[src/hw/dram_settings.svh]
`ifndef DRAM_SETTINGS_SVH
`define DRAM_SETTINGS_SVH

// every timing value is in controller clock cycles

// power-up wait before the first command
`define tINIT 40
// activate to read or write
`define tRCD 4
// minimum activate to precharge
`define tRAS 12
// read and write latency to the first data beat
`define tRL 5
`define tWL 4
// data beats per burst
`define tBURST 4
// write recovery before precharge
`define tWR 4
// precharge period
`define tRP 4
// refresh cycle time
`define tRFC 20
// average refresh interval
`define tREFI 200

// down-counter and refresh counter width
`define CNT_W 10
// request field widths
`define BANK_W 2
`define ROW_W 14
`define COL_W 10

`endif

[src/hw/dram_cmd_pkg.sv]
`include "dram_settings.svh"

package dram_cmd_pkg;

    // shared width of the wait counter and the refresh registers
    typedef logic [`CNT_W-1:0] cnt_t;

    // each command has an issue state of one cycle and a wait state after it
    typedef enum logic [3:0] {
        POWERUP     = 4'd0,
        IDLE        = 4'd1,
        ACTIVATE    = 4'd2,
        ACTIVATING  = 4'd3,
        READ        = 4'd4,
        READING     = 4'd5,
        WRITE       = 4'd6,
        WRITING     = 4'd7,
        PRECHARGE   = 4'd8,
        PRECHARGING = 4'd9,
        REFRESH     = 4'd10,
        REFRESHING  = 4'd11
    } cmd_state_t;

    // command on the DRAM pins, NOP between commands
    typedef enum logic [2:0] {
        NOP = 3'd0,
        ACT = 3'd1,
        RD  = 3'd2,
        WR  = 3'd3,
        PRE = 3'd4,
        REF = 3'd5
    } dram_cmd_t;

endpackage

[src/hw/dram_host_pkg.sv]
`include "dram_settings.svh"

package dram_host_pkg;

    // byte addresses on the 8-bit APB address
    localparam logic [7:0] REQ_ADDR    = 8'h00;
    localparam logic [7:0] STATUS_ADDR = 8'h04;

    // STATUS bit positions
    localparam int STAT_INIT = 0;
    localparam int STAT_BUSY = 1;
    localparam int STAT_RFSH = 2;

    // one access request
    // in PWDATA from bit 0 up: col, row, bank, is_write
    typedef struct packed {
        logic              is_write;
        logic [`BANK_W-1:0] bank;
        logic [`ROW_W-1:0]  row;
        logic [`COL_W-1:0]  col;
    } dram_req_t;

    // 27 bits with the default widths
    localparam int REQ_W = $bits(dram_req_t);

endpackage

[src/hw/timing_signal_if.sv]
`timescale 1ns/100ps

interface timing_signal_if;

    // wait-state done flags, each high for one cycle
    logic tINIT_done;
    logic tACT_done;
    logic tRD_done;
    logic tWR_done;
    logic tPRE_done;
    logic tREF_done;

    // refresh interval reached, serve before new accesses
    logic rf_req;

    // data strobe windows
    logic rd_en;
    logic wr_en;

    // sticky once the power-up wait is over
    logic init_done;

    modport timing_ctrl (
        output tINIT_done, tACT_done, tRD_done, tWR_done, tPRE_done, tREF_done,
        output rf_req, rd_en, wr_en, init_done
    );

    modport cmd_ctrl (
        input tINIT_done, tACT_done, tRD_done, tWR_done, tPRE_done, tREF_done,
        input rf_req
    );

endinterface

[src/hw/command_fsm_if.sv]
`timescale 1ns/100ps

interface command_fsm_if;
    import dram_cmd_pkg::*;
    import dram_host_pkg::*;

    // current sequencer state
    cmd_state_t cmd_state;

    // pending request, stable while req_valid is high
    dram_req_t req;
    logic      req_valid;
    // one-cycle pulse as IDLE moves to ACTIVATE
    logic      req_take;

    modport fsm (output cmd_state, req_take, input req, req_valid);

    modport timing_ctrl (input cmd_state);

    // busy status also needs the state
    modport host_port (output req_valid, req, input req_take, cmd_state);

endinterface

[src/hw/flex_counter.sv]
`timescale 1ns/100ps
`include "dram_settings.svh"

module flex_counter #(
    parameter int N = `CNT_W
) (
    input  logic         CLK,
    input  logic         nRST,
    input  logic         enable,
    input  logic         clear,
    input  logic [N-1:0] count_load,
    output logic [N-1:0] count,
    output logic         count_done
);

    logic [N-1:0] next_count;

    always_ff @(posedge CLK, negedge nRST) begin
        if (!nRST) begin
            count <= '0;
        end else begin
            count <= next_count;
        end
    end

    always_comb begin
        next_count = count;
        if (clear) begin
            next_count = '0;
        end else if (enable) begin
            next_count = count_load;
        end else if (count > N'(1)) begin
            // run down and park at one, zero stays zero
            next_count = count - N'(1);
        end
    end

    assign count_done = (count == N'(1));

    // load and clear come from different states
    ap_no_load_and_clear: assert property (@(posedge CLK) disable iff (!nRST)
        !(enable && clear))
        else $error("flex_counter: enable and clear together");

endmodule

[src/hw/timing_signal.sv]
`timescale 1ns/100ps
`include "dram_settings.svh"

module timing_signal (
    input logic                  CLK,
    input logic                  nRST,
    timing_signal_if.timing_ctrl timif,
    command_fsm_if.timing_ctrl   cfsmif
);
    import dram_cmd_pkg::*;

    // shared wait counter
    cnt_t time_load;
    cnt_t time_count;
    logic time_en;
    logic time_clear;
    logic time_done;

    // refresh interval tracking
    cnt_t refresh_count;
    cnt_t next_refresh_count;
    cnt_t refresh_limit;
    cnt_t next_refresh_limit;
    cnt_t lateness;
    logic in_refresh;

    flex_counter #(.N(`CNT_W)) u_time_counter (
        .CLK        (CLK),
        .nRST       (nRST),
        .enable     (time_en),
        .clear      (time_clear),
        .count_load (time_load),
        .count      (time_count),
        .count_done (time_done)
    );

    // issue states load the wait length, wait states report done
    always_comb begin
        time_en = 1'b0;
        time_clear = 1'b0;
        time_load = '0;
        timif.tINIT_done = 1'b0;
        timif.tACT_done = 1'b0;
        timif.tRD_done = 1'b0;
        timif.tWR_done = 1'b0;
        timif.tPRE_done = 1'b0;
        timif.tREF_done = 1'b0;
        case (cfsmif.cmd_state)
            POWERUP: begin
                // counter is zero only in the first cycle after reset
                if (time_count == '0) begin
                    time_en = 1'b1;
                    time_load = cnt_t'(`tINIT);
                end
                timif.tINIT_done = time_done;
            end
            // park at zero so no done flag lingers
            IDLE: time_clear = 1'b1;
            ACTIVATE: begin
                time_en = 1'b1;
                time_load = cnt_t'(`tRCD);
            end
            ACTIVATING: timif.tACT_done = time_done;
            READ: begin
                time_en = 1'b1;
                time_load = cnt_t'(`tRL + `tBURST);
            end
            READING: timif.tRD_done = time_done;
            WRITE: begin
                time_en = 1'b1;
                // write recovery rides on the same wait
                time_load = cnt_t'(`tWL + `tBURST + `tWR);
            end
            WRITING: timif.tWR_done = time_done;
            PRECHARGE: begin
                time_en = 1'b1;
                time_load = cnt_t'(`tRP);
            end
            PRECHARGING: timif.tPRE_done = time_done;
            REFRESH: begin
                time_en = 1'b1;
                time_load = cnt_t'(`tRFC);
            end
            REFRESHING: timif.tREF_done = time_done;
            default: begin
            end
        endcase
    end

    // count is L+1-k in wait cycle k
    // read beats in cycles tRL+1 .. tRL+tBURST after RD
    assign timif.rd_en = (cfsmif.cmd_state == READING)
                       && (time_count <= cnt_t'(`tBURST));
    // write beats in cycles tWL+1 .. tWL+tBURST after WR, tWR left after them
    assign timif.wr_en = (cfsmif.cmd_state == WRITING)
                       && (time_count > cnt_t'(`tWR))
                       && (time_count <= cnt_t'(`tWR + `tBURST));

    always_ff @(posedge CLK, negedge nRST) begin
        if (!nRST) begin
            timif.init_done <= 1'b0;
        end else if (timif.tINIT_done) begin
            timif.init_done <= 1'b1;
        end
    end

    always_ff @(posedge CLK, negedge nRST) begin
        if (!nRST) begin
            refresh_count <= '0;
            refresh_limit <= cnt_t'(`tREFI);
        end else begin
            refresh_count <= next_refresh_count;
            refresh_limit <= next_refresh_limit;
        end
    end

    assign in_refresh = (cfsmif.cmd_state == REFRESH) || (cfsmif.cmd_state == REFRESHING);

    // the normal response is one cycle after rf_req, anything beyond is late
    assign lateness = refresh_count - refresh_limit - cnt_t'(1);

    always_comb begin
        next_refresh_count = refresh_count;
        if (in_refresh) begin
            next_refresh_count = '0;
        end else if (timif.init_done) begin
            next_refresh_count = refresh_count + cnt_t'(1);
        end

        next_refresh_limit = refresh_limit;
        if (cfsmif.cmd_state == REFRESH) begin
            next_refresh_limit = cnt_t'(`tREFI);
            // late start shortens the next interval by the delay
            if (refresh_count > refresh_limit + cnt_t'(1)) begin
                if (lateness < cnt_t'(`tREFI)) begin
                    next_refresh_limit = cnt_t'(`tREFI) - lateness;
                end else begin
                    next_refresh_limit = '0;
                end
            end
        end
    end

    assign timif.rf_req = (refresh_count >= refresh_limit)
                        && (cfsmif.cmd_state != REFRESH);

    // a read burst drives rd_en for tBURST cycles in a row
    ap_rd_burst: assert property (@(posedge CLK) disable iff (!nRST)
        $rose(timif.rd_en) |-> timif.rd_en [*`tBURST] ##1 !timif.rd_en)
        else $error("timing_signal: rd_en window is not tBURST cycles");

    // same for the write strobe
    ap_wr_burst: assert property (@(posedge CLK) disable iff (!nRST)
        $rose(timif.wr_en) |-> timif.wr_en [*`tBURST] ##1 !timif.wr_en)
        else $error("timing_signal: wr_en window is not tBURST cycles");

endmodule

[src/hw/command_fsm.sv]
`timescale 1ns/100ps
`include "dram_settings.svh"

module command_fsm (
    input  logic                     CLK,
    input  logic                     nRST,
    timing_signal_if.cmd_ctrl        timif,
    command_fsm_if.fsm               cfsmif,
    output dram_cmd_pkg::dram_cmd_t  dram_cmd,
    output logic [`BANK_W-1:0]       dram_bank,
    output logic [`ROW_W-1:0]        dram_addr
);
    import dram_cmd_pkg::*;
    import dram_host_pkg::*;

    cmd_state_t state;
    cmd_state_t next_state;
    // request being executed
    dram_req_t  req_q;
    logic       take;

    // refresh blocks a new request in IDLE
    assign take = (state == IDLE) && !timif.rf_req && cfsmif.req_valid;
    assign cfsmif.req_take = take;
    assign cfsmif.cmd_state = state;

    always_ff @(posedge CLK, negedge nRST) begin
        if (!nRST) begin
            state <= POWERUP;
        end else begin
            state <= next_state;
        end
    end

    always_ff @(posedge CLK) begin
        if (take) begin
            req_q <= cfsmif.req;
        end
    end

    always_comb begin
        next_state = state;
        case (state)
            POWERUP: if (timif.tINIT_done) next_state = IDLE;
            IDLE: begin
                if (timif.rf_req) begin
                    next_state = REFRESH;
                end else if (cfsmif.req_valid) begin
                    next_state = ACTIVATE;
                end
            end
            ACTIVATE: next_state = ACTIVATING;
            ACTIVATING: begin
                if (timif.tACT_done) begin
                    next_state = req_q.is_write ? WRITE : READ;
                end
            end
            READ: next_state = READING;
            READING: if (timif.tRD_done) next_state = PRECHARGE;
            WRITE: next_state = WRITING;
            WRITING: if (timif.tWR_done) next_state = PRECHARGE;
            // closed page, every access ends with a precharge
            PRECHARGE: next_state = PRECHARGING;
            PRECHARGING: if (timif.tPRE_done) next_state = IDLE;
            REFRESH: next_state = REFRESHING;
            REFRESHING: if (timif.tREF_done) next_state = IDLE;
            default: next_state = IDLE;
        endcase
    end

    // pin command only in issue states
    always_comb begin
        dram_cmd = NOP;
        dram_bank = '0;
        dram_addr = '0;
        case (state)
            ACTIVATE: begin
                dram_cmd = ACT;
                dram_bank = req_q.bank;
                dram_addr = req_q.row;
            end
            READ: begin
                dram_cmd = RD;
                dram_bank = req_q.bank;
                dram_addr[`COL_W-1:0] = req_q.col;
            end
            WRITE: begin
                dram_cmd = WR;
                dram_bank = req_q.bank;
                dram_addr[`COL_W-1:0] = req_q.col;
            end
            PRECHARGE: begin
                dram_cmd = PRE;
                dram_bank = req_q.bank;
            end
            REFRESH: dram_cmd = REF;
            default: begin
            end
        endcase
    end

    // row stays open at least tRAS before its precharge
    ap_tras: assert property (@(posedge CLK) disable iff (!nRST)
        (state == ACTIVATE) |=> (state != PRECHARGE) [*(`tRAS - 1)])
        else $error("command_fsm: precharge before tRAS");

endmodule

[src/hw/apb_req_port.sv]
`timescale 1ns/100ps

module apb_req_port (
    input  logic                    CLK,
    input  logic                    nRST,
    input  logic                    PSEL,
    input  logic                    PENABLE,
    input  logic                    PWRITE,
    input  logic [7:0]              PADDR,
    input  logic [31:0]             PWDATA,
    output logic [31:0]             PRDATA,
    output logic                    PREADY,
    output logic                    PSLVERR,
    command_fsm_if.host_port        cfsmif,
    input  logic                    init_done,
    input  logic                    rf_req
);
    import dram_cmd_pkg::*;
    import dram_host_pkg::*;

    logic access;
    logic busy;
    logic req_ok;

    // no wait states, every access completes in one cycle
    assign PREADY = 1'b1;
    assign access = PSEL && PENABLE;

    // a pending request counts as busy before the FSM takes it
    assign busy = cfsmif.req_valid || (cfsmif.cmd_state != IDLE);
    assign req_ok = access && PWRITE && (PADDR == REQ_ADDR) && !busy;

    always_comb begin
        PSLVERR = 1'b0;
        PRDATA = '0;
        if (access) begin
            case (PADDR)
                REQ_ADDR: begin
                    if (PWRITE) begin
                        PSLVERR = busy;
                    end else begin
                        PRDATA[REQ_W-1:0] = cfsmif.req;
                    end
                end
                STATUS_ADDR: begin
                    // read only
                    if (PWRITE) begin
                        PSLVERR = 1'b1;
                    end else begin
                        PRDATA[STAT_INIT] = init_done;
                        PRDATA[STAT_BUSY] = busy;
                        PRDATA[STAT_RFSH] = rf_req;
                    end
                end
                default: PSLVERR = 1'b1;
            endcase
        end
    end

    always_ff @(posedge CLK, negedge nRST) begin
        if (!nRST) begin
            cfsmif.req_valid <= 1'b0;
        end else if (req_ok) begin
            cfsmif.req_valid <= 1'b1;
        end else if (cfsmif.req_take) begin
            cfsmif.req_valid <= 1'b0;
        end
    end

    // payload, written only when no request is pending
    always_ff @(posedge CLK) begin
        if (req_ok) begin
            cfsmif.req <= dram_req_t'(PWDATA[REQ_W-1:0]);
        end
    end

    // access phase always follows a setup phase
    ap_apb_setup: assert property (@(posedge CLK) disable iff (!nRST)
        PENABLE |-> PSEL && $past(PSEL && !PENABLE))
        else $error("apb_req_port: PENABLE without setup phase");

endmodule

[src/hw/dram_ctrl_top.sv]
`timescale 1ns/100ps
`include "dram_settings.svh"

module dram_ctrl_top (
    input  logic                    CLK,
    input  logic                    nRST,
    input  logic                    PSEL,
    input  logic                    PENABLE,
    input  logic                    PWRITE,
    input  logic [7:0]              PADDR,
    input  logic [31:0]             PWDATA,
    output logic [31:0]             PRDATA,
    output logic                    PREADY,
    output logic                    PSLVERR,
    output dram_cmd_pkg::dram_cmd_t dram_cmd,
    output logic [`BANK_W-1:0]      dram_bank,
    output logic [`ROW_W-1:0]       dram_addr,
    output logic                    dram_rd_en,
    output logic                    dram_wr_en
);

    timing_signal_if timif ();
    command_fsm_if   cfsmif ();

    // wait lengths, strobes and refresh pacing
    timing_signal u_timing_signal (
        .CLK    (CLK),
        .nRST   (nRST),
        .timif  (timif),
        .cfsmif (cfsmif)
    );

    command_fsm u_command_fsm (
        .CLK       (CLK),
        .nRST      (nRST),
        .timif     (timif),
        .cfsmif    (cfsmif),
        .dram_cmd  (dram_cmd),
        .dram_bank (dram_bank),
        .dram_addr (dram_addr)
    );

    // host side
    apb_req_port u_apb_req_port (
        .CLK       (CLK),
        .nRST      (nRST),
        .PSEL      (PSEL),
        .PENABLE   (PENABLE),
        .PWRITE    (PWRITE),
        .PADDR     (PADDR),
        .PWDATA    (PWDATA),
        .PRDATA    (PRDATA),
        .PREADY    (PREADY),
        .PSLVERR   (PSLVERR),
        .cfsmif    (cfsmif),
        .init_done (timif.init_done),
        .rf_req    (timif.rf_req)
    );

    assign dram_rd_en = timif.rd_en;
    assign dram_wr_en = timif.wr_en;

endmodule

[config.mk]
export PLATFORM = sky130hd
export DESIGN_NAME = dram_ctrl_top
export DESIGN_NICKNAME = d
export VERILOG_FILES = /design/src/hw/dram_cmd_pkg.sv /design/src/hw/dram_host_pkg.sv /design/src/hw/timing_signal_if.sv /design/src/hw/command_fsm_if.sv /design/src/hw/flex_counter.sv /design/src/hw/timing_signal.sv /design/src/hw/command_fsm.sv /design/src/hw/apb_req_port.sv /design/src/hw/dram_ctrl_top.sv
export VERILOG_INCLUDE_DIRS = /design/src /design/src/hw
export SDC_FILE = /design/constraint.sdc
export NUM_CORES = 1
export LEC_CHECK = 0
export BUFFER_PORTS_ARGS = -buffer_cell sky130_fd_sc_hd__buf_2
export CORE_MARGIN = 2
export CORE_UTILIZATION = 55
export DETAILED_ROUTE_END_ITERATION = 8
export GPL_TIMING_DRIVEN = 0
export PLACE_DENSITY = 0.79
export SLEW_MARGIN = 20
export SYNTH_ARGS = -nofsm -noshare
export SYNTH_HDL_FRONTEND = slang
export SYNTH_SLANG_ARGS = --single-unit
[constraint.sdc]
create_clock -name CLK -period 5.73 [get_ports CLK]
set_clock_uncertainty 0.1 [all_clocks]
set_input_delay 1.146 -clock CLK [delete_from_list [all_inputs] [get_ports CLK]]
set_output_delay 1.146 -clock CLK [all_outputs]
set_load 0.02 [all_outputs]
Yosys cells after proc, flatten, opt, wreduce, memory -nomap -nowiden. Cells that the tools add are included.

Input port bits: 45. Register bits after elaboration: 90. Word-level logic and storage cells: 117.

Add/subtract/negate cells: 6. Muxes and demuxes: 43. Reductions and logical operators: 25. Magnitude comparators: 7. Equality and inequality tests: 22.

Operators by type and width (number): $mux 10 (7); $mux 27 (2); $pmux 10 s5 (1); $pmux 4 s12 (1); $mux 4 (9); $mux 24 (1); $add 10x1->10 const B (2); $pmux 10 s2 (1); $sub 10x1->10 const B (2); $eq 4x3->1 const B (4); $eq 4x4->1 const B (4); $pmux 3 s5 (1); $mux 1 (13); $ne 2x2->1 const B (6); $eq 10x1->1 const B (1); $ge 10x10->1 (1); $gt 10x1->1 const B (1); $gt 10x10->1 (1); $gt 10x3->1 const B (1); $le 10x3->1 const B (1); $le 10x4->1 const B (1); $logic_and 1x1->1 (10); $logic_not 10->1 (1); $lt 10x8->1 const B (1); other kinds (23) (30).

Depth between registers and ports, before layout.
Depth in word-level cells: 7. Gate-level depth with buffers: 12. Gate-level depth less buffers: 12.

Cells and area by module. Synthesis repeated with hierarchy kept, for this count alone.

Cells, all modules: 498. Area total of the unflattened synthesis: 5258.8 um^2.

Modules (own cells, without submodules): timing_signal (sequential area each 529.3 um^2, area an instance 2080.7 um^2, times used 1, cells an instance 253); command_fsm (sequential area each 910.9 um^2, area an instance 1312.5 um^2, times used 1, cells an instance 91); apb_req_port (sequential area each 835.8 um^2, area an instance 1197.4 um^2, times used 1, cells an instance 83); flex_counter (sequential area each 250.2 um^2, area an instance 668.1 um^2, times used 1, cells an instance 71).

Least setup slack after synthesis. OpenSTA, ideal clock, no wires.

Path kind: input to register. From: in PADDR[5]. To: reg u_apb_req_port.cfsmif.req[0] (netlist name). Path slack: 0.847 ns. Stages: 3. Library setup time: 0.479 ns. Data arrival time: 4.304 ns. Required time: 5.151 ns. Cells stage by stage: nor4_1 > nand2_1 > nor4_1.

Longest elaborated chain between the ends: 3.

RTL lines: from (decl) (RTL line dram_ctrl_top.sv:10) `input logic [7:0] PADDR,`; $logic_not 8->1 (RTL line apb_req_port.sv:31) `assign req_ok = access && PWRITE && (PADDR == REQ_ADDR) && !busy;`; $logic_and 1x1->1 (2 in series) (RTL line apb_req_port.sv:31); named net u_apb_req_port.req_ok (RTL line apb_req_port.sv:23) `logic req_ok;`.

The timed path passes the listed nets, and every way through them passes these cells. A chain may end at the register's enable or synchronous reset.

Worst setup path after layout.
From: in PADDR[5]. To: out PRDATA[15].

Longest elaborated chain between the ends: 3.

RTL lines: $logic_not 8->1 (RTL line apb_req_port.sv:37) `case (PADDR)`; $mux 24 (RTL line apb_req_port.sv:37); $mux 27 (RTL line apb_req_port.sv:36) `if (access) begin`; to (decl) (RTL line dram_ctrl_top.sv:12) `output logic [31:0] PRDATA,`.

No other way between the ends.

==> run summary <==
* **Area growth syn-to-layout** 15.9%
* **vias in the first global route** 4118
* **final-layout setup total negative slack** 0 ps
* **Post-synth ARST share** 40.0%
* **number of design-rule violations left by the first detailed-router iteration** 317
* **post-synthesis instance total** 521
* **largest fanout on the critical path** 10
* **Fmax** 217 MHz
* **count of state elements after synthesis** 90
* **area taken by multi-input logic gates** 0.00259 mm²
* **total half-perimeter wirelength after legalization and detailed placement** 9440 µm
* **number of hold buffers added after CTS** 0
* **Final Worst Setup Slack** 1130 ps
* **HP Start** u_apb_req_port.cfsmif.req[12]$_DFFE_PP_
* **worst min path class** register to register
* **number of nets with antenna violations after detailed routing** 0
* **final estimated routing congestion in global placement** 0.861
* **fill cell total of the finished layout** 736
* **total wire length** 12300 µm
* **number of buffers inserted to repair setup after CTS** 0
* **sequential cell area** 0.00253 mm²
* **die area** 0.0105 mm²
* **gr ovfl total** 0
* **number of H-tree branching levels** 3
* **Final Max Slew Viols** 0
* **critical path endpoint category** output pin
* **setup repair after global routing missed its margin** no
* **number of enable-type register cells in the synthesized netlist** 54
* **Place WS** 1120 ps
* **final hold vios** 0
* **relative slew slack** 44.5%
* **maximum number of pins on one net before global-route repair** 37
* **Max Root-Sink Buffers** 2
* **Crit path required time** 4480 ps
* **post-synthesis cell type count** 70
* **category of the most critical setup path** input pin to output pin
* **origin of the worst setup path** PADDR[5]
* **Critical Path Source Type** input pin
* **Worst IR Drop VDD** 0.181 mV
* **placement row count** 35
* **total DRC errors in the routed layout** 0
* **post-cts sizing count** 0
* **chip width** 102 µm
* **post-synthesis average cell area** 10.2 µm²
* **root buffer cell** clkbuf_8
* **leakage power figure** 2.63 nW
* **total of max-cap violations** 0
* **vias after detailed routing** 4367
* **GRT Total Usage** 24.7%
* **starting density of the core** 57.1%
* **first-pass GRT wire length** 20200 µm
* **run status** completed
* **post-synth top area share** 30.4%
* **area of the mapped netlist** 0.00533 mm²
* **cell type contributing the most total cell area after synthesis** edfxtp_1
* **arrival time at the worst endpoint** 3350 ps
* **number of buffers added by the clock tree synthesis step** 9
* **diode insertion count for antenna repair** 0
* **final clock period utilization by the worst path** 80.3%
* **core utilization of the finished layout** 66.2%
* **DRT Pass-1 Iters** 5
* **final critical path time including I/O delays and setup** 4600 ps
* **most common cell after layout, fill and taps aside** buf_2
* **post-DR vias/cell** 5.74
* **Chip Height** 102 µm
* **Top-Level Pins** 100
* **top library cells by usage in the layout, fill and taps aside** 91 x buf_2, 54 x edfxtp_1, 45 x nor2_1, 35 x and2_1, 33 x dfrtp_1
* **detailed-route wire length per cell** 16.2 µm
* **measured slew at the worst slew-check pin** 833 ps
* **CTS sink cnt** 90
* **initial antenna violation count** 0
* **clock tree from TritonCTS** done
* **share of post-route cells with drive strength above 1** 21.2%
* **FF-to-FF Start** u_timing_signal.refresh_limit[0]$_DFFE_PN0P_
* **CTS clock-pin slew for the worst setup and hold paths** 100 ps
* **most used flip-flop cell after synthesis** edfxtp_1
* **quantity of I/O buffers inserted on ports** 87
* **clock insertion delay at the later pin of the skew report** 360 ps
* **sequential fraction of the synthesis area** 47.4%
* **Setup-failing EPs final** 0
* **main area contributors after synthesis** edfxtp_1 30%, dfrtp_1 15%, ha_1 6.1%
* **placeable core area** 0.00933 mm²
* **final layout net count** 699
* **yosys synthesis warning count** 0
* **total power density per cell area** 186 mW/mm²
* **Power, Total** 1.15 mW
## report_power, final
group	total (mW)	internal, mW	switching, mW
clock	0.433	0.173	0.260
combinational	0.0294	0.0132	0.0162
sequential	0.684	0.684	0.00000867
total	1.15	0.871	0.276
## cells by family after synthesis
family	count (synthesis)	share of synthesized area (%)
compound gates	117	16.0
xor+xnor	31	5.09
fa+ha+maj	27	6.48
buf+inv	54	4.34
flops	90	47.4
mux	4	0.751
other cells	2	0.141
simple gates	196	19.8
## worst paths after layout
check / to / slack (ps) / depth (start not counted)
max in group asynchronous: u_apb_req_port.cfsmif.req_valid$_DFFE_PN0P_ / 4220 / 1
setup / recovery: PRDATA[15] / 1130 / 8
hold / removal: u_command_fsm.req_q[12]$_DFFE_PP_ / 350 / 0
setup reg to reg: u_timing_signal.refresh_limit[0]$_DFFE_PN0P_ / 2270 / 11
min in group asynchronous: u_timing_signal.refresh_limit[1]$_DFFE_PN0P_ / 770 / 1
hold reg to reg: u_command_fsm.req_q[12]$_DFFE_PP_ / 350 / 0
## area by class of cell
type                    count  share of cell area [%]
plain buffers              30                    2.29
clock buffers               9                    2.01
clock inverters             7                    1.32
inverters                  24                    1.46
multi-input cells         381                    42.0
flip-flops and latches     90                    40.9
well taps                 129                    2.61
repair buffers             91                    7.41
## state kept, by name, indices dropped and copies added (netlist names)
signal,count
u_apb_req_port.cfsmif.req,27
u_command_fsm.cfsmif.cmd_state,4
u_timing_signal.timif.init_done,1
u_apb_req_port.cfsmif.req_valid,1
u_command_fsm.req_q,27
u_timing_signal.refresh_limit,10
u_timing_signal.refresh_count,10
u_timing_signal.u_time_counter.count,10
## metal layers
layer / vias to the layer above / wire length (µm) / GRT usage (%) / share of wire (%)
met5: - / 0 / 0 / 0
met4: 0 / 124 / 5.95 / 1.0
met3: 9 / 758 / 4.58 / 6.2
met2: 148 / 6000 / 40.8 / 49
met1: 2094 / 5420 / 33.9 / 44
li1: 2116 / - / - / -
## critical path, cell delays in order
cell and delay [ps]:
buf_2 110, nor4_1 390, nand2_1 190, or3_1 440, nor2_1 330, clkbuf_1 350
and2_1 210, buf_2 170
## cells in the mapped netlist, types with 5 or more instances
cell type,count
nor4_1,5
a21oi_1,20
a21o_1,7
a2111oi_0,5
dfrtp_1,33
buf_4,7
xnor2_1,16
a211oi_1,7
edfxtp_1,54
and3_1,10
nand2b_1,10
inv_1,24
nand3_1,16
clkbuf_1,20
nor2_1,45
nand2_1,21
ha_1,26
or3_1,5
nor3_1,18
o22ai_1,6
o21ai_0,16
nand4_1,8
a22o_1,10
and2_1,36
xor2_1,15
## stage by stage
stage / cell area (µm²) / instances / hold slack (ps)
global placement: 5940 / 741 / 321
floorplan: 5350 / 525 / 317
global route: 6180 / 761 / 370
detailed placement: 5970 / 745 / 326
finish: 6180 / 761 / 353
CTS: 6180 / 761 / 352
(Power assumes the default switching activity.)
